**config.mk**
```make
export PLATFORM = sky130hd
export DESIGN_NAME = frame_rate_meter
export DESIGN_NICKNAME = d
export VERILOG_FILES = /design/src/source/frame_rate_meter.sv
export SDC_FILE = /design/constraint.sdc
export NUM_CORES = 1
export LEC_CHECK = 0
export BUFFER_PORTS_ARGS = -buffer_cell sky130_fd_sc_hd__buf_2
export CAP_MARGIN = 5
export CORE_ASPECT_RATIO = 1.1
export CORE_MARGIN = 1
export CORE_UTILIZATION = 50
export CTS_CLUSTER_SIZE = 20
export DETAILED_ROUTE_END_ITERATION = 16
export GPL_ROUTABILITY_DRIVEN = 0
export MAX_ROUTING_LAYER = met4
export PLACE_DENSITY = 0.69
export SLEW_MARGIN = 25
export SYNTH_ARGS = -nofsm -noshare
export SYNTH_HDL_FRONTEND = slang
export SYNTH_SLANG_ARGS = --single-unit
```
**constraint.sdc**
```tcl
create_clock -name ccd_pixel_clk -period 4 [get_ports ccd_pixel_clk]
set_input_delay 0.2 -clock ccd_pixel_clk [delete_from_list [all_inputs] [get_ports ccd_pixel_clk]]
set_output_delay 0.2 -clock ccd_pixel_clk [all_outputs]
set_load 0.01 [all_outputs]
```
**src/source/frame_rate_meter.sv**
```systemverilog
//==================================================
// Frame rate meter
// Window counter in pixel clocks
// Frames per window latched, tick toggled per window
//==================================================

`timescale 1ns/1ps

module frame_rate_meter #(
  parameter int rate_window = 50_000_000  // Window length in cycles
) (
  input  logic        ccd_pixel_clk,
  input  logic        rst,
  input  logic        frame_done,  // One pulse per captured frame
  output logic [31:0] frame_rate,  // Frames in the last full window
  output logic        rate_tick    // Inverts at each window end
);

  localparam int win_width = (rate_window > 1) ? $clog2(rate_window) : 1;

  logic [win_width-1:0] win_cnt;
  logic [31:0]          frames;   // Frames so far in this window
  logic                 win_end;

  assign win_end = (win_cnt == win_width'(rate_window - 1));

  always_ff @(posedge ccd_pixel_clk) begin
    if (rst) begin
      win_cnt    <= '0;
      frames     <= '0;
      frame_rate <= '0;
      rate_tick  <= 1'b0;
    end else if (win_end) begin
      win_cnt    <= '0;
      frame_rate <= frames;
      frames     <= 32'(frame_done);  // Coincident frame opens the new window
      rate_tick  <= ~rate_tick;
    end else begin
      win_cnt <= win_cnt + 1'b1;
      frames  <= frames + 32'(frame_done);
    end
  end

endmodule

```
* Word-level counts from Yosys, hierarchy flattened
Cells that the tools add are included.
Word-level totals: ROM bits 0, bits of input ports 3, bits in latches 0, memories kept 0, register bits after elaboration 91, RAM bits 0
Cells by class: divide/modulo/power cells 0, equal/unequal tests 1, reductions and logical operators 1, $add $sub $neg 2, multiplexer cells 1, multiply operators 0, shift operators 0, $lt $le $gt $ge 0, bitwise gates (word level) 1
Operators with widths (count):
- $add A32 B1 Y32 | 1
- $add A26 B1 Y26 const B | 1
- $eq A26 B26 Y1 const B | 1
- $reduce_or A2 Y1 | 1
- $mux W1 | 1
- $not A1 Y1 | 1

* Depth between registers and ports, before layout
word-level depth 2, mapped depth 7, depth with buffers taken out 6

* Worst setup path before layout
No wires, ideal clock.
path kind reg-to-reg, start register win_cnt[0], end register rate_tick, slack 2.152 ns, clock period less this slack 1.848 ns, arrival time 1.778 ns, stages on the path, launching flop included 7, path through dfxtp_1 > ha_1 > nand4_1 > or4_1 > buf_2 > or3_1 > a21oi_1
Between the ends: longest elaborated chain between the ends 1
Ends and longest elaborated chain:
- start, declared | line 21 | logic [win_width-1:0] win_cnt;
- start signal, assigned | line 39 | win_cnt <= win_cnt + 1'b1;
- $eq A26 B26 Y1 | line 25 | assign win_end = (win_cnt == win_width'(rate_window - 1));
- end signal, assigned | line 37 | rate_tick <= ~rate_tick;
- end, declared | line 16 | output logic rate_tick
No other way between the ends. A chain may end at the register's enable or synchronous reset.

* Worst setup path in the final report
start register win_cnt[16], end register win_cnt[22]
Between the ends: longest elaborated chain between the ends 2, elaborated cells between the ends (all ways) 3, classes of those cells add/sub (1); eq/ne (1); reduce/logical (1)
Ends and longest elaborated chain:
- branches (longest 2 deep; another with $add A26 B1 Y26)
Several ways; the timed one is not identified.

==> flow_metrics.tcl <==
set metrics [dict create \
    synthesis.nets 479 \
    crit_chain "nor4_1 > and4_1 > buf_4 > a21o_1 > buf_4 > a21oi_1" \
    synth_top_family_by_area "simple AND/OR/NAND/NOR gates" \
    worst-setup-path-type "flop to flop" \
    period_share_pct 63.65 \
    path_max_fanout 41 \
    cap_violations 0 \
    dieWidth_um 87.20 \
    yosysWarnings 0 \
    setup_ws_ns 1.454 \
    ys_top_cells_by_area "dfxtp_1 46%, a21oi_1 8.5%, nand3_1 6.4%, o21ai_0 5.5%, or4_1 4.9%" \
    start_util_pct 52.55 \
    grt.overflow.total 0 \
    layout-drive-gt1-share_pct 13.09 \
    num_vias 3530 \
    clock-sinks 91 \
    yosys.area_share.simple_pct 25.48 \
    n_antenna_cell 0 \
    fillers 740 \
    finalSetupViolCount 0 \
    routedWlPerCell_um 14.82 \
    cpLargestDelayFamily "buffers and inverters" \
    slew_violations 0 \
    port_buffers 35 \
    grt.total_usage_pct 22.89 \
    final_common_cell "dfxtp_1" \
    cts_hold_buf 0 \
    finalHoldViolations 0 \
    status "completed" \
    crit_path_max_incr_delay_ns 0.52 \
    numCtsBuffers 9 \
    viasPerCell 5.943 \
    grt_max_degree 42 \
    multiInputGateArea_um2 2003 \
    first_pass_iters 4 \
    synth-xor-area-share_pct 4.387 \
    dieArea_um2 8347 \
    htreeDepth 3 \
    muxShareOfSynthArea_pct 0 \
    mostFrequentLayoutCells "91 x dfxtp_1, 68 x a21oi_1, 51 x nand3_1" \
    power_density_nw_per_um2 358.6 \
    path_buf_inv 2 \
    syn_avg_cell_area_um2 8.459 \
    synth_cells 472 \
    dp_hpwl_um 5896 \
    die_height_um 95.72 \
    synth_fa_ha_area_share_pct 1.254 \
    critPathRequiredTime_ns 4.23 \
    relSlewSlack_pct 54.11 \
    ff_latch_area_um2 1822 \
    nets 491 \
    first_global_vias 3126 \
    ys_ff_latch 91 \
    tns_ns 0 \
    first_iter_violations 224 \
    place_ws_ns 1.467 \
    worstPathArrival_ns 2.77 \
    fmax_mhz 392.8 \
    cts_tree "done" \
    synthesis.area_um2 3993 \
    peakVddDrop_mv 0.1564 \
    syn_to_final_growth_pct 9.683 \
    clock_skew_ns 0.009540 \
    hold_path.class "input port to flop" \
    cts_setup_buffers 0 \
    drt_wl_total_um 8803 \
    synth_compound_area_share_pct 18.80 \
    period_needed_ns 2.546 \
    io_pins 36 \
    insertion_delay_ns 0.36 \
    tightest_slew_ns 0.6884 \
    synth_top_area_share_pct 45.63 \
    power.leakage_nw 1.427 \
    detail-route-antenna-nets 0 \
    cts_resized 0 \
    std_cell_rows 33 \
    cpMaxStageDelayCell "a21o_1" \
    grt_setup_unrepaired "no" \
    cts-root-buf "clkbuf_8" \
    drcViolationCount 0 \
    end_kind "flop" \
    synth.distinct_cells 35 \
    grt_first_pass_wirelength_um 14580 \
    grt_antenna_before_repair 0 \
    clk_path_buf_depth 2 \
    crit_top_cell "buf_4" \
    synth_top_area_cell "dfxtp_1" \
    path_clk_slew_ns 0.09 \
    coreArea_um2 7597 \
    crit_path_start_kind "flop" \
    yosysSeqAreaShare_pct 45.63 \
]
[worst register-to-register path, cell delays in order, from the launching register on]
cell	delay [ns]
dfxtp_1	0.37
nor4_1	0.37
and4_1	0.24
buf_4	0.32
a21o_1	0.52
buf_4	0.49
a21oi_1	0.11
[flip-flops by register name, indices dropped and copies added (netlist names)]
name        cells
frame_rate     32
frames         32
rate_tick       1
win_cnt        26
[cell families (layout without fill, tap and decap cells)]
| group | Yosys count | after routing |
|---|---|---|
| xor gates and xnor gates | 20 | 20 |
| DFF | 91 | 91 |
| AOI/OAI and AO/OA | 137 | 137 |
| buffers and inverters | 42 | 59 |
| adders and majority gates | 4 | 4 |
| and+or+nand+nor | 178 | 178 |
[per-stage QoR]
stage                     instances  area (um2)  utilization (%)  power, mW  hold WS, ns
after CTS                       594        4378            57.63      1.583      0.09348
final                           594        4379            57.64      1.570       0.1053
after detailed placement        578        4175            54.96     0.9631       0.4466
after global placement          578        4175            54.96     0.9625       0.4311
after floorplan                 472        3993                -     0.9566       0.3477
after global routing            594        4379            57.64      1.630       0.1154
[synthesized netlist by cell type, drive strengths merged]
library cell,n
o31ai,22
clkbuf,25
inv,4
buf,13
nor2,24
nor3,2
ha,4
nor2b,1
a21o,1
nand4,19
o41ai,2
nor4b,1
and4,8
nor4,3
nand2,20
or3,10
or2,3
a21oi,68
or4,28
dfxtp,91
xor2,11
o21ai,44
nand3,52
and2,2
xnor2,9
and3,5
[worst paths after layout]
path | start | end | slack, ns | cells past startpoint
worst max-delay path | win_cnt[16]$_SDFF_PP0_ | win_cnt[22]$_SDFF_PP0_ | 1.45 | 6
worst min-delay path | frame_done | frames[0]$_SDFF_PP0_ | 0.11 | 3
worst max register to register | win_cnt[16]$_SDFF_PP0_ | win_cnt[22]$_SDFF_PP0_ | 1.45 | 6
worst min register to register | win_cnt[0]$_SDFF_PP0_ | win_cnt[0]$_SDFF_PP0_ | 0.45 | 1
[cell type report]
cell class              instances  area share (%)
clock inverters                 6           1.486
clock buffers                  10           3.143
repair buffers                 39           4.686
well taps                     105           3.000
multi-input cells             339           45.74
flip-flops and latches         91           41.60
inverters                       4          0.3429
[routing by layer]
metal	vias to the layer above	wire length (um)	part of all wire (%)	track usage, %
li1	1777	-	-	-
met1	1689	4441	50	29.71
met2	53	3999	45	36.15
met3	11	224	2.5	3.087
met4	0	139	1.6	9.426
met5	-	0	0	-
[power by group]
| part | switching (mW) | internal, mW |
|---|---|---|
| Combinational | 0.0202 | 0.00693 |
| Sequential | 0.00455 | 0.910 |
| Clock | 0.325 | 0.304 |
| Total | 0.349 | 1.22 |
(Power assumes the default switching activity.)
