--- config.mk ---
export PLATFORM = sky130hd
export DESIGN_NAME = bayer_demosaic_flat
export DESIGN_NICKNAME = d
export VERILOG_FILES = /design/src/source/camera_pkg.sv /design/src/source/pixel_stream_if.sv /design/src/source/bayer_demosaic.sv /design/src/flat_wrapper.sv
export SDC_FILE = /design/constraint.sdc
export NUM_CORES = 1
export LEC_CHECK = 0
export BUFFER_PORTS_ARGS = -buffer_cell sky130_fd_sc_hd__buf_2
export CORE_MARGIN = 5
export CORE_UTILIZATION = 40
export CTS_BUF_LIST = sky130_fd_sc_hd__clkbuf_8 sky130_fd_sc_hd__clkbuf_16
export DETAILED_ROUTE_END_ITERATION = 7
export PLACE_DENSITY = 0.71
export SETUP_SLACK_MARGIN = 0.1
export SYNTH_ARGS = -nofsm -noshare
export SYNTH_HDL_FRONTEND = slang
export SYNTH_SLANG_ARGS = --single-unit
--- constraint.sdc ---
create_clock -name ccd_pixel_clk -period 1.8 [get_ports ccd_pixel_clk]
set_input_delay 0.54 -clock ccd_pixel_clk [delete_from_list [all_inputs] [get_ports ccd_pixel_clk]]
set_output_delay 0.54 -clock ccd_pixel_clk [all_outputs]
set_load 0.03 [all_outputs]
--- src/source/camera_pkg.sv ---
//==================================================
// Shared camera path definitions
// Sample, coordinate and packed word widths
// Raw sample, coordinate, RGB and packed pixel types
// Default line buffer depth and rate window
//==================================================

package camera_pkg;

  //==================================================
  // Widths
  //==================================================
  parameter int raw_width    = 12;  // Bits per raw camera sample
  parameter int coord_width  = 12;  // Column and row counters
  parameter int packed_width = 15;  // Display word, three 5-bit fields
  parameter int channel_msbs = 5;   // Top bits kept per channel

  //==================================================
  // Pixel types
  //==================================================
  typedef logic [raw_width-1:0]    raw_sample_t;
  typedef logic [coord_width-1:0]  coord_t;
  typedef logic [packed_width-1:0] packed_pixel_t;

  // Full precision demosaiced pixel
  typedef struct packed {
    raw_sample_t red;
    raw_sample_t green;
    raw_sample_t blue;
  } rgb_t;

  //==================================================
  // Default geometry and timing
  //==================================================
  parameter int default_line_width  = 1280;        // Widest sensor line, samples
  parameter int default_rate_window = 50_000_000;  // Rate window in pixel clocks

endpackage

--- src/source/pixel_stream_if.sv ---
//==================================================
// Valid-strobed pixel stream interface
// Payload type set per instance, column and row
// Source and sink modports
//==================================================

`timescale 1ns/1ps

interface pixel_stream_if
  import camera_pkg::*;
#(
  parameter type payload_t = raw_sample_t  // Raw sample or RGB pixel
);

  logic     valid;    // One sample per high cycle, no stall
  payload_t payload;  // Sample or pixel value
  coord_t   col;      // Column of this sample
  coord_t   row;      // Row of this sample

  // Producer side
  modport source (output valid, output payload, output col, output row);

  // Consumer side
  modport sink (input valid, input payload, input col, input row);

endinterface

--- src/source/bayer_demosaic.sv ---
//==================================================
// Bayer to RGB conversion
// One-line buffer of red/green pairs from even rows
// One RGB pixel per 2x2 tile, half width and height
//==================================================

`timescale 1ns/1ps

module bayer_demosaic
  import camera_pkg::*;
#(
  parameter int line_width = default_line_width  // Widest line in samples
) (
  input  logic           ccd_pixel_clk,
  input  logic           rst,
  pixel_stream_if.sink   raw_stream,  // Raw Bayer samples
  pixel_stream_if.source rgb_stream   // One pixel per tile
);

  // Each buffer word holds both samples of an even row column pair
  localparam int pair_depth = (line_width + 1) / 2;
  localparam int addr_width = (pair_depth > 1) ? $clog2(pair_depth) : 1;

  typedef logic [addr_width-1:0] pair_addr_t;

  // Even row tile top: green at even column, red at odd column
  typedef struct packed {
    raw_sample_t green;
    raw_sample_t red;
  } bayer_pair_t;

  bayer_pair_t        line_buf [pair_depth];  // Upper row of the tiles
  bayer_pair_t        above_q;                // Tile top, read ahead
  raw_sample_t        prev_q;                 // Even column sample of this row
  pair_addr_t         pair_addr;
  logic               odd_row;
  logic               odd_col;
  logic               tile_end;               // Lower right sample of a tile
  logic [raw_width:0] green_sum;              // One guard bit
  rgb_t               pixel_d;

  assign pair_addr = pair_addr_t'(raw_stream.col >> 1);
  assign odd_row   = raw_stream.row[0];
  assign odd_col   = raw_stream.col[0];
  assign tile_end  = raw_stream.valid && odd_row && odd_col;

  //==================================================
  // Line buffer
  //==================================================
  // Green on even rows, blue on odd rows
  always_ff @(posedge ccd_pixel_clk) begin
    if (raw_stream.valid && !odd_col) begin
      prev_q <= raw_stream.payload;
    end
  end

  // Pair written once the red sample arrives
  always_ff @(posedge ccd_pixel_clk) begin
    if (raw_stream.valid && !odd_row && odd_col) begin
      line_buf[pair_addr] <= '{green: prev_q, red: raw_stream.payload};
    end
  end

  // Read on the blue sample, used on the next green
  always_ff @(posedge ccd_pixel_clk) begin
    if (raw_stream.valid && odd_row && !odd_col) begin
      above_q <= line_buf[pair_addr];
    end
  end

  //==================================================
  // Tile to pixel
  //==================================================
  assign green_sum = {1'b0, above_q.green} + {1'b0, raw_stream.payload};

  always_comb begin
    pixel_d.red   = above_q.red;
    pixel_d.green = green_sum[raw_width:1];  // Mean of both greens, rounded down
    pixel_d.blue  = prev_q;
  end

  always_ff @(posedge ccd_pixel_clk) begin
    if (rst) begin
      rgb_stream.valid <= 1'b0;
    end else begin
      rgb_stream.valid <= tile_end;
    end
  end

  always_ff @(posedge ccd_pixel_clk) begin
    if (tile_end) begin
      rgb_stream.payload <= pixel_d;
      rgb_stream.col     <= raw_stream.col >> 1;  // Half resolution
      rgb_stream.row     <= raw_stream.row >> 1;
    end
  end

  // Capture column must fit the buffer sized here
  assert property (@(posedge ccd_pixel_clk) disable iff (rst)
    raw_stream.valid |-> (raw_stream.col < line_width));

endmodule

--- src/flat_wrapper.sv ---
// flat-port wrapper written by rule: the top's interface ports become plain ports
module bayer_demosaic_flat import camera_pkg::*;
#(
  parameter int line_width = default_line_width                           
)
  (ccd_pixel_clk, rst, raw_stream_valid, raw_stream_payload, raw_stream_col, raw_stream_row, rgb_stream_valid, rgb_stream_payload, rgb_stream_col, rgb_stream_row);
  pixel_stream_if raw_stream_i ();
  pixel_stream_if rgb_stream_i ();
  input  logic ccd_pixel_clk;
  input  logic rst;
  input wire logic [$bits(raw_stream_i.valid)-1:0] raw_stream_valid;
  input wire logic [$bits(raw_stream_i.payload)-1:0] raw_stream_payload;
  input wire logic [$bits(raw_stream_i.col)-1:0] raw_stream_col;
  input wire logic [$bits(raw_stream_i.row)-1:0] raw_stream_row;
  output wire logic [$bits(rgb_stream_i.valid)-1:0] rgb_stream_valid;
  output wire logic [$bits(rgb_stream_i.payload)-1:0] rgb_stream_payload;
  output wire logic [$bits(rgb_stream_i.col)-1:0] rgb_stream_col;
  output wire logic [$bits(rgb_stream_i.row)-1:0] rgb_stream_row;
  assign raw_stream_i.valid = raw_stream_valid;
  assign raw_stream_i.payload = raw_stream_payload;
  assign raw_stream_i.col = raw_stream_col;
  assign raw_stream_i.row = raw_stream_row;
  assign rgb_stream_valid = rgb_stream_i.valid;
  assign rgb_stream_payload = rgb_stream_i.payload;
  assign rgb_stream_col = rgb_stream_i.col;
  assign rgb_stream_row = rgb_stream_i.row;
  bayer_demosaic #(.line_width(line_width)) u_core (.ccd_pixel_clk(ccd_pixel_clk), .rst(rst), .raw_stream(raw_stream_i), .rgb_stream(rgb_stream_i));
endmodule
-- Yosys cells after proc, flatten, opt, wreduce, memory -nomap -nowiden
Cells that the tools add are included.
- reductions and logical operators: 4
- operators by type and width (cell ; count):
    logical AND 1 bit ; 3
    zero test 1 bit ; 1
- bits in registers: 47
- bits of input ports: 39
- word-level logic and storage cells: 9

-- Depth between registers and ports, before layout
Gate-level depths: netlist (run 1).
- word-level depth: 2
- mapped depth: 1

-- Worst setup path before layout (run 1)
No wires, ideal clock.
- path type: in2reg
- start: input port raw_stream_row[0]
- end: register u_core.rgb_stream.col[0], enable pin
- setup time: 0.375 ns
- data arrival time: 1.090 ns
- data required time: 1.425 ns
- path slack: 0.335 ns
- stages: 1
- buffers on the path: 0
- path through: and3_2
- longest elaborated chain between the ends: 2
- RTL lines (element ; RTL line ; source):
    start, declared ; flat_wrapper.sv:14 ; input wire logic [$bits(raw_stream_i.row)-1:0] raw_stream_row;
    logical AND 1 bit (2 in series) ; bayer_demosaic.sv:45 ; assign tile_end = raw_stream.valid && odd_row && odd_col;
    end, declared ; pixel_stream_if.sv:21 ; modport source (output valid, output payload, output col, output row);
No other way between the ends.
A chain may end at the register's enable or synchronous reset.

-- Worst setup path in the final report (run 1)
- start: register u_core.rgb_stream.payload[5]
- end: output port rgb_stream_payload[5]
- RTL lines (element ; RTL line ; source):
    start, declared ; pixel_stream_if.sv:21 ;
    start signal, assigned ; bayer_demosaic.sv:92 ; rgb_stream.payload <= pixel_d;
    end, declared ; flat_wrapper.sv:16 ; output wire logic [$bits(rgb_stream_i.payload)-1:0] rgb_stream_payload;
No word-level cell between the ends.

==> results.md, run 1 <==
- P_leak: 0.794 nW
- Chip height: 70.1 µm
- Delay of the slowest critical-path stage: 0.39 ns
- Die area: 0.00492 mm²
- Synthesized area: 0.00145 mm²
- CP max stage cell: edfxtp_1
- Max layer used: met4
- Clock root buffer: clkbuf_8
- Via density per instance: 4.22
- Largest net degree at the start of global routing: 35
- Kind of critical path: register to primary output
- #FFs+latches synth: 47
- Vias: 756
- Post-CTS Resized: 0
- Syn avg cell area: 27.3 µm²
- Yosys top cell area share: 95.5%
- Commonest cells after routing, fill and taps aside: 73 x buf_2, 46 x edfxtp_1, 5 x clkbuf_8
- Final worst path period need: 1.41 ns
- Critical Path AT: 0.87 ns
- Met2 WL: 1020 µm
- # setup viols final: 0
- End of the worst register-to-register path: u_core.rgb_stream.payload[7]
- Commonest non-fill, non-tap cell in the layout: buf_2
- WL/cell: 13.3 µm
- DRT antenna net count: 0
- Max Cap Viol: 0
- Cell variety after synth: 7
- Outcome: complete, no violations
- Ys Warns: 0
- FF-to-FF Start: u_core.prev_q[7]
- TritonCTS sink count: 47
- CORE AREA: 0.00342 mm²
- DP Worst Slack: 0.443 ns
- Met1 WL: 1020 µm
- Levels on crit path: 1
- Clock Path Buffers: 2
- Layout fillers: 287
- Critical Path RT: 1.26 ns
- Vias in the first global route: 715
- Worst R2R Setup Slack: 1.17 ns
- Clk_lat worst skew: 0.29 ns
- Multi-input logic area: 33.8 µm²
- CP delay by family, top: flip-flops
- Seq/Total Area, Yosys: 96.9%
- CTS tree: yes
- First-pass GRT wire length: 3370 µm
- RSZ-0062 raised after global routing: false
- Area Growth Syn to Fin: 35.2%
- Htree depth: 2
- Initial DRC count: 68
- Worst Setup SP: u_core.rgb_stream.payload[5]
- Worst-path fanout max: 1
- Peak VDD IR: 0.588 mV
- Area leader, netlist: edfxtp_1
- Port Buffer Count: 73
- Period utilisation layout: 78.5%
- CP endpoint kind: primary output
- Final clock skew: 0.00735 ns
- Starting Density: 42.3%
- Setup crit end: rgb_stream_payload[5]
- CTS Buf Count: 5
- Met3 routed WL: 336 µm
- Post-synthesis instance total: 53
- GRT overflow: 0
- Antenna Cells: 0
- Std cell rows: 21
- Setup crit start kind: register
- Die W: 70.1 µm
- GRT Total Usage: 9.44%
- R2R depth: 0
- Final Hold Fails: 0
- Synth top area cells: edfxtp_1 96%, dfxtp_1 1.4%, buf_4 1.0%
- # hold bufs at CTS: 0
- Initial antenna violation count: 0
- Final Worst Setup Slack: 0.386 ns
- Gpl congestion: 0.776
- Setup Buffers After CTS: 0
- Top-Level Pins: 76
- Register Area: 0.00140 mm²
- Fin. max-slew vios: 0
- Worst min path class: register to register
- Final nets: 172
- Fmax achieved: 707 MHz
- Setup TNS: 0 ns
- Drc violations: 0
- Drt first pass iters: 3
- Cell Chain, Critical Path: buf_2
- Routed WL: 2390 µm
- WP buf/inv: 1
- Pwr/cell area: 1010 mW/mm²
- CTS clk-pin slew, worst paths: 0.08 ns
- Share of layout cells above drive strength 1: 61.7%
## cells in the mapped netlist
library cell,instances
edfxtp_1,46
conb_1,1
and2b_2,1
dfxtp_1,1
buf_4,2
and4b_1,1
and3_2,1
## layout make-up
class                      count  share of cell area, %
timing repair buffer          74                   19.7
tap                           46                   2.94
sequential                    47                   71.7
clock inverter                 2                  0.448
clock buffer                   5                   3.52
multi-input combinational      5                   1.73
## logic make-up after synthesis
kind of cell	synth area share (%)
and+or+nand+nor	1.82
buffers and inverters	1.04
DFF	96.9
other	0.259
## routing by layer
layer | up-vias | GRT usage (%)
met1 | 331 | 11.5
met2 | 61 | 13.2
li1 | 362 | -
met4 | 0 | 3.19
met3 | 2 | 6.60
met5 | - | 0
## through the flow
step / std cells / instance area (µm²) / total power, mW / util [%] / hold WS (ns)
after floorplan: 54 / 1450 / 1.37 / - / 0.400
after global placement: 172 / 1880 / 1.44 / 55.0 / 0.402
after detailed placement: 172 / 1880 / 1.44 / 55.0 / 0.405
after CTS: 179 / 1960 / 2.00 / 57.3 / 0.407
after global routing: 179 / 1960 / 2.06 / 57.3 / 0.395
final: 179 / 1960 / 1.97 / 57.3 / 0.415
## where the power goes
| part | leakage (nW) | switching (mW) | internal (mW) |
|---|---|---|---|
| clock network | 0.0414 | 0.300 | 0.258 |
| logic | 0.320 | 0.0963 | 0.0517 |
| registers | 0.433 | 0.0106 | 1.26 |
## flip-flops by register name, indices dropped and copies added, names as in the netlist
name / cells
u_core.rgb_stream.row: 11
u_core.rgb_stream.valid: 1
u_core.prev_q: 12
u_core.rgb_stream.payload: 12
u_core.rgb_stream.col: 11
## worst min path at each step
stage | from | to | slack (ns) | cells past startpoint
after global routing | raw_stream_row[10] | u_core.rgb_stream.row[9] | 0.40 | 1
final | u_core.prev_q[11] | u_core.rgb_stream.payload[11] | 0.41 | 0
after detailed placement | u_core.prev_q[0] | u_core.rgb_stream.payload[0] | 0.40 | 0
after CTS | raw_stream_row[9] | u_core.rgb_stream.row[8] | 0.41 | 1
after floorplan | u_core.prev_q[0] | u_core.rgb_stream.payload[0] | 0.40 | 0
after global placement | u_core.prev_q[5] | u_core.rgb_stream.payload[5] | 0.40 | 0
No activity file was read; power rests on OpenSTA's default activity.
==> inputs of run 2 (changes only) <==
- clock period: 1.8 -> 1.45 ns (I/O delays scaled with it)
==> run 2 against run 1 <==
  * Cell area rose by 0.96%
  * Utilization rose by 0.55 points
  * Wire length rose by 0.59%
  * Register-to-register slack got worse by 0.34 ns
  * Worst hold slack got worse by 0.091 ns
  * Critical endpoint is now rgb_stream_row[9]
  * Total power rose by 29%
  * Die area did not move
  * Flip-flop and latch count did not move
  * Final cell count did not move
  * Critical path depth did not move
  * Via count rose by 2.5%
==> results.md, run 2 (synthesis results as in run 1) <==
- Outcome: complete, no violations
- # setup viols final: 0
- Htree depth: 2
- RSZ-0062 raised after global routing: false
- FF-to-FF Start: u_core.prev_q[8]
- P_leak: 0.803 nW
- Clock root buffer: clkbuf_8
- Commonest non-fill, non-tap cell in the layout: buf_2
- Starting Density: 42.3%
- Top-Level Pins: 76
- Delay of the slowest critical-path stage: 0.38 ns
- GRT overflow: 0
- Final worst path period need: 1.29 ns
- Std cell rows: 21
- Hold Slack: 0.323 ns
- Worst R2R Setup Slack: 0.83 ns
- # hold bufs at CTS: 0
- Die area: 0.00492 mm²
- Cell Chain, Critical Path: buf_2
- Levels on crit path: 1
- Worst Setup SP: u_core.rgb_stream.row[9]
- Gpl congestion: 0.799
- Largest regs: u_core.prev_q: 12 flops, u_core.rgb_stream.payload: 12 flops
- Clk_lat worst skew: 0.28 ns
- Worst min path class: input port to register
- Period utilisation layout: 88.9%
- Worst-path fanout max: 1
- Final Util: 57.8%
- DP Area: 0.00186 mm²
- Pwr/cell area: 1290 mW/mm²
- Largest net degree at the start of global routing: 35
- DRT antenna net count: 0
- Vias: 775
- Post-CTS Resized: 0
- Drt first pass iters: 2
- CORE AREA: 0.00342 mm²
- Antenna Cells: 0
- WP buf/inv: 1
- Commonest cells after routing, fill and taps aside: 71 x buf_2, 46 x edfxtp_1, 7 x clkbuf_8
- CTS tree: yes
- Peak VDD IR: 0.723 mV
- Chip height: 70.1 µm
- Drc violations: 0
- Fin area: 0.00197 mm²
- Post-DP HPWL: 1930 µm
- Die W: 70.1 µm
- Final nets: 171
- CP delay by family, top: flip-flops
- TritonCTS sink count: 47
- CP endpoint kind: primary output
- Area Growth Syn to Fin: 36.5%
- Critical Path AT: 0.85 ns
- Fmax achieved: 776 MHz
- First-pass GRT wire length: 3790 µm
- CP max stage cell: edfxtp_1
- Max Cap Viol: 0
- Critical Path RT: 1.02 ns
- CTS Buf Count: 5
- Vias in the first global route: 771
- Hold path cells: 1
- Via density per instance: 4.33
- Fin. max-slew vios: 0
- CTS clk-pin slew, worst paths: 0.07 ns
- Setup crit start kind: register
- Hold Path Origin: raw_stream_payload[0]
- GRT Total Usage: 10.5%
- Clock Path Buffers: 2
- Port Buffer Count: 73
- Share of layout cells above drive strength 1: 61.7%
- DP Cell Count: 171
- Initial antenna violation count: 0
- Setup Buffers After CTS: 0
- Final clock skew: 0.00145 ns
- Setup TNS: 0 ns
- Final Hold Fails: 0
- R2R depth: 0
- Routed WL: 2400 µm
- WL/cell: 13.4 µm
- Non-Filler Instances: 179
- Initial DRC count: 17
- Kind of critical path: register to primary output
run 2: worst paths after layout:
check,endpoint
min,u_core.prev_q[0]
min reg2reg,u_core.rgb_stream.payload[7]
max reg2reg,u_core.rgb_stream.payload[8]
max,rgb_stream_row[9]
run 2: layer usage:
metal	global-route usage (%)	vias up	wire, µm
met3	5.31	5	347
met5	0	-	0
li1	-	361	-
met2	16.4	59	1100
met1	11.4	350	918
met4	6.38	0	36
run 2: per-stage QoR:
stage                     worst slack (ns)  power, mW
after floorplan                      0.272       1.70
after detailed placement            0.0816       1.79
after global routing                 0.103       2.67
after CTS                            0.127       2.58
final                                0.161       2.55
after global placement               0.103       1.78
run 2: report_power, final:
group,internal [mW],switching (mW),leakage [nW]
sequential,1.56,0.0131,0.433
clock,0.427,0.367,0.0557
combinational,0.0627,0.121,0.315
total,2.05,0.500,0.803
run 2: area by class of cell:
class	instances	area [µm²]
Tap cell	46	57.6
Timing Repair Buffer	73	378
Clock inverter	1	3.75
Fill cell	277	1440
Sequential cell	47	1400
Clock buffer	7	96.3
Multi-Input combinational cell	5	37.5
