$ cat config.mk
export PLATFORM = sky130hd
export DESIGN_NAME = pixel_packer_flat
export DESIGN_NICKNAME = d
export VERILOG_FILES = /design/src/source/camera_pkg.sv /design/src/source/pixel_stream_if.sv /design/src/source/pixel_packer.sv /design/src/flat_wrapper.sv
export SDC_FILE = /design/constraint.sdc
export NUM_CORES = 1
export LEC_CHECK = 0
export BUFFER_PORTS_ARGS = -buffer_cell sky130_fd_sc_hd__buf_4
export CAP_MARGIN = 20
export CORE_ASPECT_RATIO = 0.75
export CORE_MARGIN = 2
export CORE_UTILIZATION = 28
export CTS_CLUSTER_DIAMETER = 100
export DETAILED_ROUTE_END_ITERATION = 10
export PLACE_DENSITY = 0.72
export SLEW_MARGIN = 0
export SYNTH_ARGS = -nofsm -noshare
export SYNTH_HDL_FRONTEND = slang
export SYNTH_SLANG_ARGS = --single-unit
$ cat constraint.sdc
create_clock -name ccd_pixel_clk -period 0.8 [get_ports ccd_pixel_clk]
set_clock_uncertainty 0.2 [all_clocks]
set_input_delay 0 -clock ccd_pixel_clk [delete_from_list [all_inputs] [get_ports ccd_pixel_clk]]
set_output_delay 0 -clock ccd_pixel_clk [all_outputs]
set_load 0.05 [all_outputs]
$ cat src/source/camera_pkg.sv
//==================================================
// Shared camera path definitions
// Sample, coordinate and packed word widths
// Raw sample, coordinate, RGB and packed pixel types
// Default line buffer depth and rate window
//==================================================

package camera_pkg;

  //==================================================
  // Widths
  //==================================================
  parameter int raw_width    = 12;  // Bits per raw camera sample
  parameter int coord_width  = 12;  // Column and row counters
  parameter int packed_width = 15;  // Display word, three 5-bit fields
  parameter int channel_msbs = 5;   // Top bits kept per channel

  //==================================================
  // Pixel types
  //==================================================
  typedef logic [raw_width-1:0]    raw_sample_t;
  typedef logic [coord_width-1:0]  coord_t;
  typedef logic [packed_width-1:0] packed_pixel_t;

  // Full precision demosaiced pixel
  typedef struct packed {
    raw_sample_t red;
    raw_sample_t green;
    raw_sample_t blue;
  } rgb_t;

  //==================================================
  // Default geometry and timing
  //==================================================
  parameter int default_line_width  = 1280;        // Widest sensor line, samples
  parameter int default_rate_window = 50_000_000;  // Rate window in pixel clocks

endpackage

$ cat src/source/pixel_stream_if.sv
//==================================================
// Valid-strobed pixel stream interface
// Payload type set per instance, column and row
// Source and sink modports
//==================================================

`timescale 1ns/1ps

interface pixel_stream_if
  import camera_pkg::*;
#(
  parameter type payload_t = raw_sample_t  // Raw sample or RGB pixel
);

  logic     valid;    // One sample per high cycle, no stall
  payload_t payload;  // Sample or pixel value
  coord_t   col;      // Column of this sample
  coord_t   row;      // Row of this sample

  // Producer side
  modport source (output valid, output payload, output col, output row);

  // Consumer side
  modport sink (input valid, input payload, input col, input row);

endinterface

$ cat src/source/pixel_packer.sv
//==================================================
// Display word packing
// Channel masking by enable bits
// Registered word, valid, column and row
//==================================================

`timescale 1ns/1ps

module pixel_packer
  import camera_pkg::*;
(
  input  logic          ccd_pixel_clk,
  input  logic          rst,
  pixel_stream_if.sink  rgb_stream,      // Demosaiced pixels
  input  logic [2:0]    channel_enable,  // Bit 2 red, 1 green, 0 blue
  output packed_pixel_t pixel_data,
  output logic          pixel_valid,
  output coord_t        pixel_col,
  output coord_t        pixel_row
);

  typedef logic [channel_msbs-1:0] field_t;

  rgb_t   pix;
  field_t red_f;
  field_t green_f;
  field_t blue_f;

  assign pix = rgb_stream.payload;

  // Top bits of each channel, zero when switched off
  assign red_f   = channel_enable[2] ? pix.red[raw_width-1 -: channel_msbs] : '0;
  assign green_f = channel_enable[1] ? pix.green[raw_width-1 -: channel_msbs] : '0;
  assign blue_f  = channel_enable[0] ? pix.blue[raw_width-1 -: channel_msbs] : '0;

  always_ff @(posedge ccd_pixel_clk) begin
    if (rst) begin
      pixel_valid <= 1'b0;
    end else begin
      pixel_valid <= rgb_stream.valid;
    end
  end

  // Spare top bit of the 16-bit FIFO word lies outside this word
  always_ff @(posedge ccd_pixel_clk) begin
    pixel_data <= {red_f, green_f, blue_f};
    pixel_col  <= rgb_stream.col;  // Kept aligned with the word
    pixel_row  <= rgb_stream.row;
  end

endmodule

$ cat src/flat_wrapper.sv
// flat-port wrapper written by rule: the top's interface ports become plain ports
module pixel_packer_flat import camera_pkg::*;
  (ccd_pixel_clk, rst, channel_enable, pixel_data, pixel_valid, pixel_col, pixel_row, rgb_stream_valid, rgb_stream_payload, rgb_stream_col, rgb_stream_row);
  pixel_stream_if rgb_stream_i ();
  input  logic ccd_pixel_clk;
  input  logic rst;
  input  logic [2:0] channel_enable;
  output packed_pixel_t pixel_data;
  output logic pixel_valid;
  output coord_t pixel_col;
  output coord_t pixel_row;
  input wire logic [$bits(rgb_stream_i.valid)-1:0] rgb_stream_valid;
  input wire logic [$bits(rgb_stream_i.payload)-1:0] rgb_stream_payload;
  input wire logic [$bits(rgb_stream_i.col)-1:0] rgb_stream_col;
  input wire logic [$bits(rgb_stream_i.row)-1:0] rgb_stream_row;
  assign rgb_stream_i.valid = rgb_stream_valid;
  assign rgb_stream_i.payload = rgb_stream_payload;
  assign rgb_stream_i.col = rgb_stream_col;
  assign rgb_stream_i.row = rgb_stream_row;
  pixel_packer u_core (.ccd_pixel_clk(ccd_pixel_clk), .rst(rst), .rgb_stream(rgb_stream_i), .channel_enable(channel_enable), .pixel_data(pixel_data), .pixel_valid(pixel_valid), .pixel_col(pixel_col), .pixel_row(pixel_row));
endmodule
# --- After elaboration in Yosys (flattened, before gate mapping) ---
# Cells that the tools add are included.
word_totals:
  ff_bits: 30
  inputBits: 42
  output_inout_bits: 40
  elab_cells: 4

# --- Logic depth before layout (Yosys ltp) ---
# Gate-level depths: netlist of the first run.
logic_depth:
  depth_word: 0
  ltp_mapped: 1

# --- Worst setup path after synthesis of the first run ---
# No wires, ideal clock.
synth_timing:
  path_kind: "flip-flop to output port"
  from: "reg u_core.pixel_col[0]"
  to: "out pixel_col[0]"
  t_arrival_ns: 0.587
  slack_ns: 0.013
  path_stages_with_launch: 1
  n_path_buf: 0
  cell_sequence: "dfxtp_1"
synth_lines:
  columns: ["element", "line", "source"]
  rows:
  - ["start: declaration", "pixel_packer.sv:18", "output coord_t pixel_col,"]
  - ["start signal: assignment", "pixel_packer.sv:47", "pixel_col <= rgb_stream.col;"]
  - ["end: declaration", "flat_wrapper.sv:10", "output coord_t pixel_col;"]
# No word-level cell between the ends.

# --- Final worst setup path of the first run ---
layout_timing:
  from: "reg u_core.pixel_col[0]"
  to: "out pixel_col[0]"
# No word-level cell between the ends.

==> impl_metrics.yaml, run 1 <==
outcome:
  status: "finished, violations left"
  violations: "hold timing, setup timing"
timing:
  min_period_ps: 1070
  fin_crit_sh_pct: 134
  finalHoldViolations: 1
  rsz0062_at_grt: "true"
  fin_tns_setup_ps: -6950
  worst_slack_ps: -271
  max_freq_mhz: 933
  setup_violations: 34
  hold_slack_ps: -57.9
  finalMaxSlewViolations: 0
setup_path:
  cp_slowest_stage_delay_ps: 380
  cp_slowest_cell: "dfxtp_2"
  required_ps: 600
  cp_data_arrival_time_ps: 870
  crit_chain: "buf_8"
  critPathMaxFanout: 1
  crit_family: "flip-flops"
  worst_setup_path_end_kind: "primary output"
  crit_buf_inv: 1
  critPathKind: "flop to primary output"
  startpoint_type: "flop"
cells_and_area:
  fin_util_pct: 77.6
  multiInputGateArea_um2: 75.1
  area_growth_pct: 156
  fin_area_mm2: 0.00184
  fin_cells: 182
  num_antenna_cells: 0
  fillCellCount: 122
  final_cell_mix: "32 x buf_4, 31 x dlygate4sd3_1, 30 x dfxtp_2"
  drive_above_1_share_pct: 67.6
  final_nets: 189
  regArea_um2: 638
  final_common_cell: "buf_4"
pwr:
  peakVddDrop_v: 0.00198
  p_comb_share_pct: 24.0
  clock_power_share_pct: 32.6
  power.switching_mw: 1.15
  sequentialPowerShare_pct: 43.4
  p_leak_nw: 0.861
  total_power_mw: 3.80
  p_sw_share_pct: 30.3
  internal-power_mw: 2.65
  power.density_mw_per_mm2: 2070
die:
  die_w_um: 62.4
  die_y_um: 47.8
  die_area_mm2: 0.00299
  start_util_pct: 30.3
  io_pins: 82
  num_rows: 15
  core_mm2: 0.00236
synthesis:
  netlist.top_cell.by_area: "dfxtp_1"
  netlist_instances: 47
  yosysWarningCount: 0
  syn_area_per_cell_um2: 15.3
  synth_top_area_share_pct: 83.8
  synth-seq-cells: 30
  syn_area_um2: 717
  seq_area_frac_synth_pct: 83.8
  synth_cell_type_count: 5
  synth_area_leaders: "dfxtp_1 84%, buf_4 10%, and2_1 4.4%"
grt:
  grt_pass1_wl_um: 4310
  antenna_found_initial: 0
  met3_usage_pct: 10.6
  grt_overflow: 0
  first_global_vias: 689
  grt_use_met1_pct: 25.5
  gr-usage-all-layers_pct: 21.2
  grt-busiest-layer: "met2"
  use_met2_pct: 34.6
  grt_max_degree: 11
place:
  dp_slack_ps: 111
  place_area_mm2: 0.00118
  port_buffers: 62
  dp.cells: 142
  gp_routability_congestion: 0.621
detailed_routing:
  avgRoutedWirePerCell_um: 18.8
  drt_wl_total_um: 3420
  drc: 0
  vias: 705
  firstDrtPassIters: 4
  first_iter_violations: 24
  ant_nets: 0
  vias_per_cell: 3.87
clocking:
  cts_setup_buffers: 0
  htreeDepth: 2
  cts_tree: "built"
  path_clk_slew_ps: 120
  cts.path.max_buffers: 2
  cts_root_buf: "clkbuf_4"
  numCtsBuffers: 5
  cts.sinks: 30
hold_path:
  hold_class: "primary input to flop"
job:
  max-cap-violations: 0
[cells in the mapped netlist, drive strengths merged]
library cell and number:
nor2b 1, buf 10, dfxtp 30, conb 1
and2 5
[power groups by stage]
stage	Sequential (mW)	Combinational (mW)	Clock (mW)
floorplan	1.91	0.150	0
global placement	1.63	0.638	0
detailed placement	1.63	0.644	0
CTS	1.63	0.855	1.17
global route	1.66	0.935	1.34
finish	1.65	0.911	1.24
[cell families (layout without fill, tap and decap cells)]
group,after synthesis,after routing,share of synthesized area [%]
other cells,1,10,0.523
buf+inv,10,102,10.5
simple gates,6,6,5.24
flops,30,30,83.8
[routing by layer]
layer	vias to the layer above	part of all wire (%)
li1	319	-
met1	333	44
met2	45	46
met3	8	8.3
met4	0	1.7
met5	-	0
[what timing repair did]
item,in CTS,in global routing
gates resized for setup,79,9
hold buffers,31,1
endpoints found under the hold margin,30,5
setup endpoints to repair,30,31
[cell type report]
cell class,instances,area share (%)
Timing Repair Buffer,94,54.6
Tap cell,34,2.32
Clock inverter,3,2.18
Clock buffer,5,2.04
Sequential cell,30,34.8
Multi-Input combinational cell,16,4.09
[sequential cells by signal, indices dropped and copies added, names as in the netlist]
register,cells
u_core.pixel_row,12
u_core.pixel_valid,1
u_core.pixel_data,5
u_core.pixel_col,12
[path summary, 6_finish.rpt]
path | cells after the start | to | startpoint | slack [ps]
worst min-delay path | 3 | u_core.pixel_data[0] | rgb_stream_payload[7] | -60
worst max-delay path | 1 | pixel_col[0] | u_core.pixel_col[0] | -270
No activity file was read; power rests on OpenSTA's default activity.
==> run 2, diff against run 1 <==
CORE_UTILIZATION = 31   (was 28)
PLACE_DENSITY = 0.75   (was 0.72)
clock period = 1.2 ns   (was 0.8 ns; I/O delays follow)
==> run 2 against run 1 <==
Effect of this change:
- the run now ends clean
- flip-flop and latch count unchanged
- sequential power decreased by 36%
- largest cell class unchanged
- cell count decreased by 5.5%
- power decreased by 37%
==> impl_metrics.yaml, run 2 (synthesized netlist as in run 1, its figures left out) <==
timing:
  min_period_ps: 1080
  rsz0062_at_grt: "false"
  finalHoldViolations: 0
  fin_tns_setup_ps: 0
  max_freq_mhz: 925
  fin_crit_sh_pct: 90.1
  worst_slack_ps: 118
  finalMaxSlewViolations: 0
  setup_violations: 0
pwr:
  clock_power_share_pct: 33.9
  power.switching_uw: 654
  peakVddDrop_v: 0.00113
  power.density_mw_per_mm2: 1520
  internal-power_mw: 1.74
  sequentialPowerShare_pct: 44.5
  p_leak_nw: 0.778
  p_comb_share_pct: 21.6
  p_sw_share_pct: 27.3
detailed_routing:
  drt_wl_total_um: 2110
  first_iter_violations: 6
  dr_wl_met3_um: 235
  firstDrtPassIters: 2
  top_layer_used: "met4"
  dr_wl_met2_um: 1080
  avgRoutedWirePerCell_um: 12.3
  vias: 664
  ant_nets: 0
  m1WireLength_um: 745
  drc: 0
  vias_per_cell: 3.86
clocking:
  cts_setup_buffers: 0
  cts_tree: "built"
  numCtsBuffers: 5
  cts.sinks: 30
  path_clk_slew_ps: 100
  cts.path.max_buffers: 2
  htreeDepth: 2
  cts_root_buf: "clkbuf_4"
grt:
  first_global_vias: 640
  grt_overflow: 0
  grt_pass1_wl_um: 2920
  gr-usage-all-layers_pct: 16.4
  antenna_found_initial: 0
  grt_max_degree: 10
setup_path:
  critPathKind: "flop to primary output"
  worst_setup_path_end_kind: "primary output"
  cp_data_arrival_time_ps: 880
  crit_cells: 1
  crit_buf_inv: 1
  endpoint: "pixel_row[10]"
  startpoint_type: "flop"
  cp_slowest_cell: "dfxtp_1"
  required_ps: 1000
  startpoint: "u_core.pixel_row[10]"
  crit_chain: "buf_4"
  crit_family: "flip-flops"
  critPathMaxFanout: 1
  cp_slowest_stage_delay_ps: 350
outcome:
  status: "finished, final reports clean"
cells_and_area:
  drive_above_1_share_pct: 46.9
  fin_area_mm2: 0.00157
  final_cell_mix: "62 x buf_4, 32 x dlygate4sd3_1, 30 x dfxtp_1"
  final_nets: 189
  num_antenna_cells: 0
  fin_cells: 172
  final_common_cell: "buf_4"
  top_regs: "u_core.pixel_col (12), u_core.pixel_row (12), u_core.pixel_data (5)"
  area_growth_pct: 120
  fin_util_pct: 69.9
die:
  die_w_um: 59.5
  die_y_um: 45.7
  core_mm2: 0.00225
  start_util_pct: 31.8
  num_rows: 15
  die_area_mm2: 0.00272
  io_pins: 82
hold_path:
  hold_class: "primary input to flop"
place:
  dp.cells: 133
  dp_slack_ps: 495
  port_buffers: 62
  dp_hpwl_um: 1170
  gp_routability_congestion: 0.572
  place_area_mm2: 0.00117
job:
  max-cap-violations: 0
[run 2: cell type report]
| type | instances | area [um2] |
|---|---|---|
| clock buffers | 6 | 51.3 |
| repair buffers | 94 | 786 |
| fillers | 149 | 678 |
| clock inverters | 1 | 30.0 |
| multi-input cells | 16 | 75.1 |
| flip-flops and latches | 30 | 601 |
| well taps | 25 | 31.3 |
[run 2: metrics by stage]
| stage | hold WS (ps) | total power [mW] |
|---|---|---|
| floorplan | -172 | 1.38 |
| global placement | -95.5 | 1.51 |
| detailed placement | -94.4 | 1.51 |
| CTS | 102 | 2.39 |
| global route | 94.2 | 2.49 |
| finish | 116 | 2.39 |
[run 2: repair_timing]
item                       4_1_cts  5_1_grt
hold endpoints to repair        30        0
setup endpoints to repair        0        0
hold buffers                    32        0
gates resized for setup          0        0
[run 2: layer usage]
layer  GRT usage (%)  vias to the layer above
met5               0                        -
met4            9.33                        0
met3            9.66                        5
met2            29.9                       48
met1            13.9                      291
li1                -                      320
[run 2: how the worst min path moves through the flow]
stage / from / slack (ps) / cells after the start / endpoint
floorplan: rgb_stream_col[0] / -170 / 0 / u_core.pixel_col[0]
global placement: rgb_stream_col[1] / -100 / 1 / u_core.pixel_col[1]
detailed placement: rgb_stream_col[5] / -90 / 1 / u_core.pixel_col[5]
CTS: rgb_stream_row[3] / 100 / 2 / u_core.pixel_row[3]
global route: rgb_stream_row[11] / 90 / 2 / u_core.pixel_row[11]
finish: rgb_stream_row[4] / 120 / 2 / u_core.pixel_row[4]
[run 2: power by group through the flow]
stage	sequential, mW	combinational, mW	clock, mW
finish	1.06	0.517	0.810
global route	1.07	0.537	0.882
CTS	1.06	0.511	0.819
detailed placement	1.09	0.428	0
global placement	1.09	0.426	0
floorplan	1.28	0.0997	0
==> run 3, diff against run 2 <==
ABC_AREA = 1   (was not set)
CORE_UTILIZATION = 32   (was 31)
PLACE_DENSITY = 0.77   (was 0.75)
==> run 3 against run 2 <==
Effect of this change:
- the run now ends with DRC left
- combinational power hardly changed
- wire length increased by 1.4%
- worst hold slack improved by 15 ps
- non-clock buffer count is the same
- flip-flop and latch count unchanged
- largest power group unchanged
- highest routed layer is now met3
==> impl_metrics.yaml, run 3 <==
detailed_routing:
  vias_per_cell: 3.75
  firstDrtPassIters: 7
  drt_wl_total_um: 2140
  drc: 8
  ant_nets: 0
  vias: 663
  avgRoutedWirePerCell_um: 12.1
  first_iter_violations: 10
grt:
  met3_usage_pct: 8.60
  grt_overflow: 0
  gr-usage-all-layers_pct: 16.6
  first_global_vias: 641
  antenna_found_initial: 0
  grt_use_met1_pct: 16.8
  grt_pass1_wl_um: 3050
  grt_max_degree: 10
  grt-busiest-layer: "met2"
  use_met2_pct: 30.4
cells_and_area:
  area_growth_pct: 113
  final_nets: 195
  final_common_cell: "buf_4"
  fin_util_pct: 74.8
  final_cell_mix: "62 x buf_4, 32 x dlygate4sd3_1, 30 x dfxtp_1"
  fillCellCount: 137
  num_antenna_cells: 0
  drive_above_1_share_pct: 45.1
  top_regs: "u_core.pixel_col (12), u_core.pixel_row (12), u_core.pixel_data (5)"
synthesis:
  synth_top_area_share_pct: 82.9
  netlist_instances: 53
  yosysWarningCount: 0
  synth_cell_type_count: 6
  seq_area_frac_synth_pct: 82.9
  netlist.top_cell.by_area: "dfxtp_1"
  synth_most_common_cell: "dfxtp_1"
  syn_area_per_cell_um2: 13.7
  ys_top_cells_by_count: "30 x dfxtp_1, 10 x buf_4, 6 x inv_1, 5 x nand2_1"
  synthArstFlopShare_pct: 0
  synth_edf_count: 0
  synth_top_flop_cell: "dfxtp_1"
  syn_area_um2: 724
  synth-seq-cells: 30
  synth_area_leaders: "dfxtp_1 83%, buf_4 10%, inv_1 3.1%"
timing:
  rsz0062_at_grt: "false"
  finalMaxSlewViolations: 0
  fin_crit_sh_pct: 87.0
  max_freq_mhz: 958
  fin_tns_setup_ps: 0
  setup_violations: 0
  finalHoldViolations: 0
  min_period_ps: 1040
setup_path:
  critPathMaxFanout: 1
  required_ps: 1000
  cp_slowest_stage_delay_ps: 340
  critPathKind: "flop to primary output"
  cp_slowest_cell: "dfxtp_1"
  crit_family: "flip-flops"
  crit_chain: "buf_4"
  crit_buf_inv: 1
  crit_cells: 1
  worst_setup_path_end_kind: "primary output"
  cp_data_arrival_time_ps: 840
  startpoint_type: "flop"
clocking:
  cts_setup_buffers: 0
  holdBufCountCts: 32
  cts_tree: "built"
  path_clk_slew_ps: 90
  htreeDepth: 2
  ctsResizeCount: 0
  numCtsBuffers: 5
  cts.path.max_buffers: 2
  cts_root_buf: "clkbuf_4"
  cts.sinks: 30
pwr:
  peakVddDrop_v: 0.000578
  power.density_mw_per_mm2: 1360
  p_leak_nw: 0.807
outcome:
  status: "finished, violations left"
  violations: "DRC"
die:
  io_pins: 82
  die_y_um: 45.2
  die_area_mm2: 0.00266
  start_util_pct: 35.0
  die_w_um: 58.9
  core_mm2: 0.00207
  num_rows: 14
hold_path:
  worstHoldPathCells: 2
  hold_class: "primary input to flop"
place:
  port_buffers: 62
  gp_routability_congestion: 0.585
job:
  max-cap-violations: 0
[run 3: worst paths after layout]
kind	slack, ps	start	to
setup / recovery	160	u_core.pixel_col[7]	pixel_col[7]
hold / removal	130	rgb_stream_row[5]	u_core.pixel_row[5]
[run 3: logic make-up after synthesis]
logic type | after synthesis | share of synthesized area [%]
flip-flops | 30 | 82.9
buffers and inverters | 16 | 13.5
AND/OR/NAND/NOR | 6 | 3.11
other | 1 | 0.518
[run 3: per-stage QoR]
step           worst slack [ps]  total power [mW]  instance area (um2)  hold WS, ps  instances
6_report                    156              2.11                 1550          131        177
3_3_place_gp                516              1.51                 1180        -95.6        138
2_1_floorplan               413              1.38                  758         -172         62
3_5_place_dp                496              1.52                 1180        -94.2        138
5_1_grt                     116              2.19                 1550          122        177
4_1_cts                     142              2.11                 1550          118        177
[run 3: layer usage]
metal | share of wire (%) | vias up
li1 | - | 332
met1 | 36 | 280
met2 | 50 | 51
met3 | 14 | 0
met4 | 0 | 0
met5 | 0 | -
[run 3: layout make-up]
class | instances | area [um2] | area share (%)
Clock buffer | 5 | 37.5 | 2.43
Clock inverter | 2 | 10.0 | 0.647
Inverter | 6 | 22.5 | 1.46
Multi-Input combinational cell | 16 | 60.1 | 3.88
Sequential cell | 30 | 601 | 38.8
Tap cell | 24 | 30.0 | 1.94
Timing Repair Buffer | 94 | 786 | 50.8
[run 3: power breakdown]
group	total, mW	internal (mW)	switching, mW
logic	0.520	0.202	0.318
clock network	0.525	0.210	0.314
registers	1.06	1.05	0.0157
total	2.11	1.46	0.648
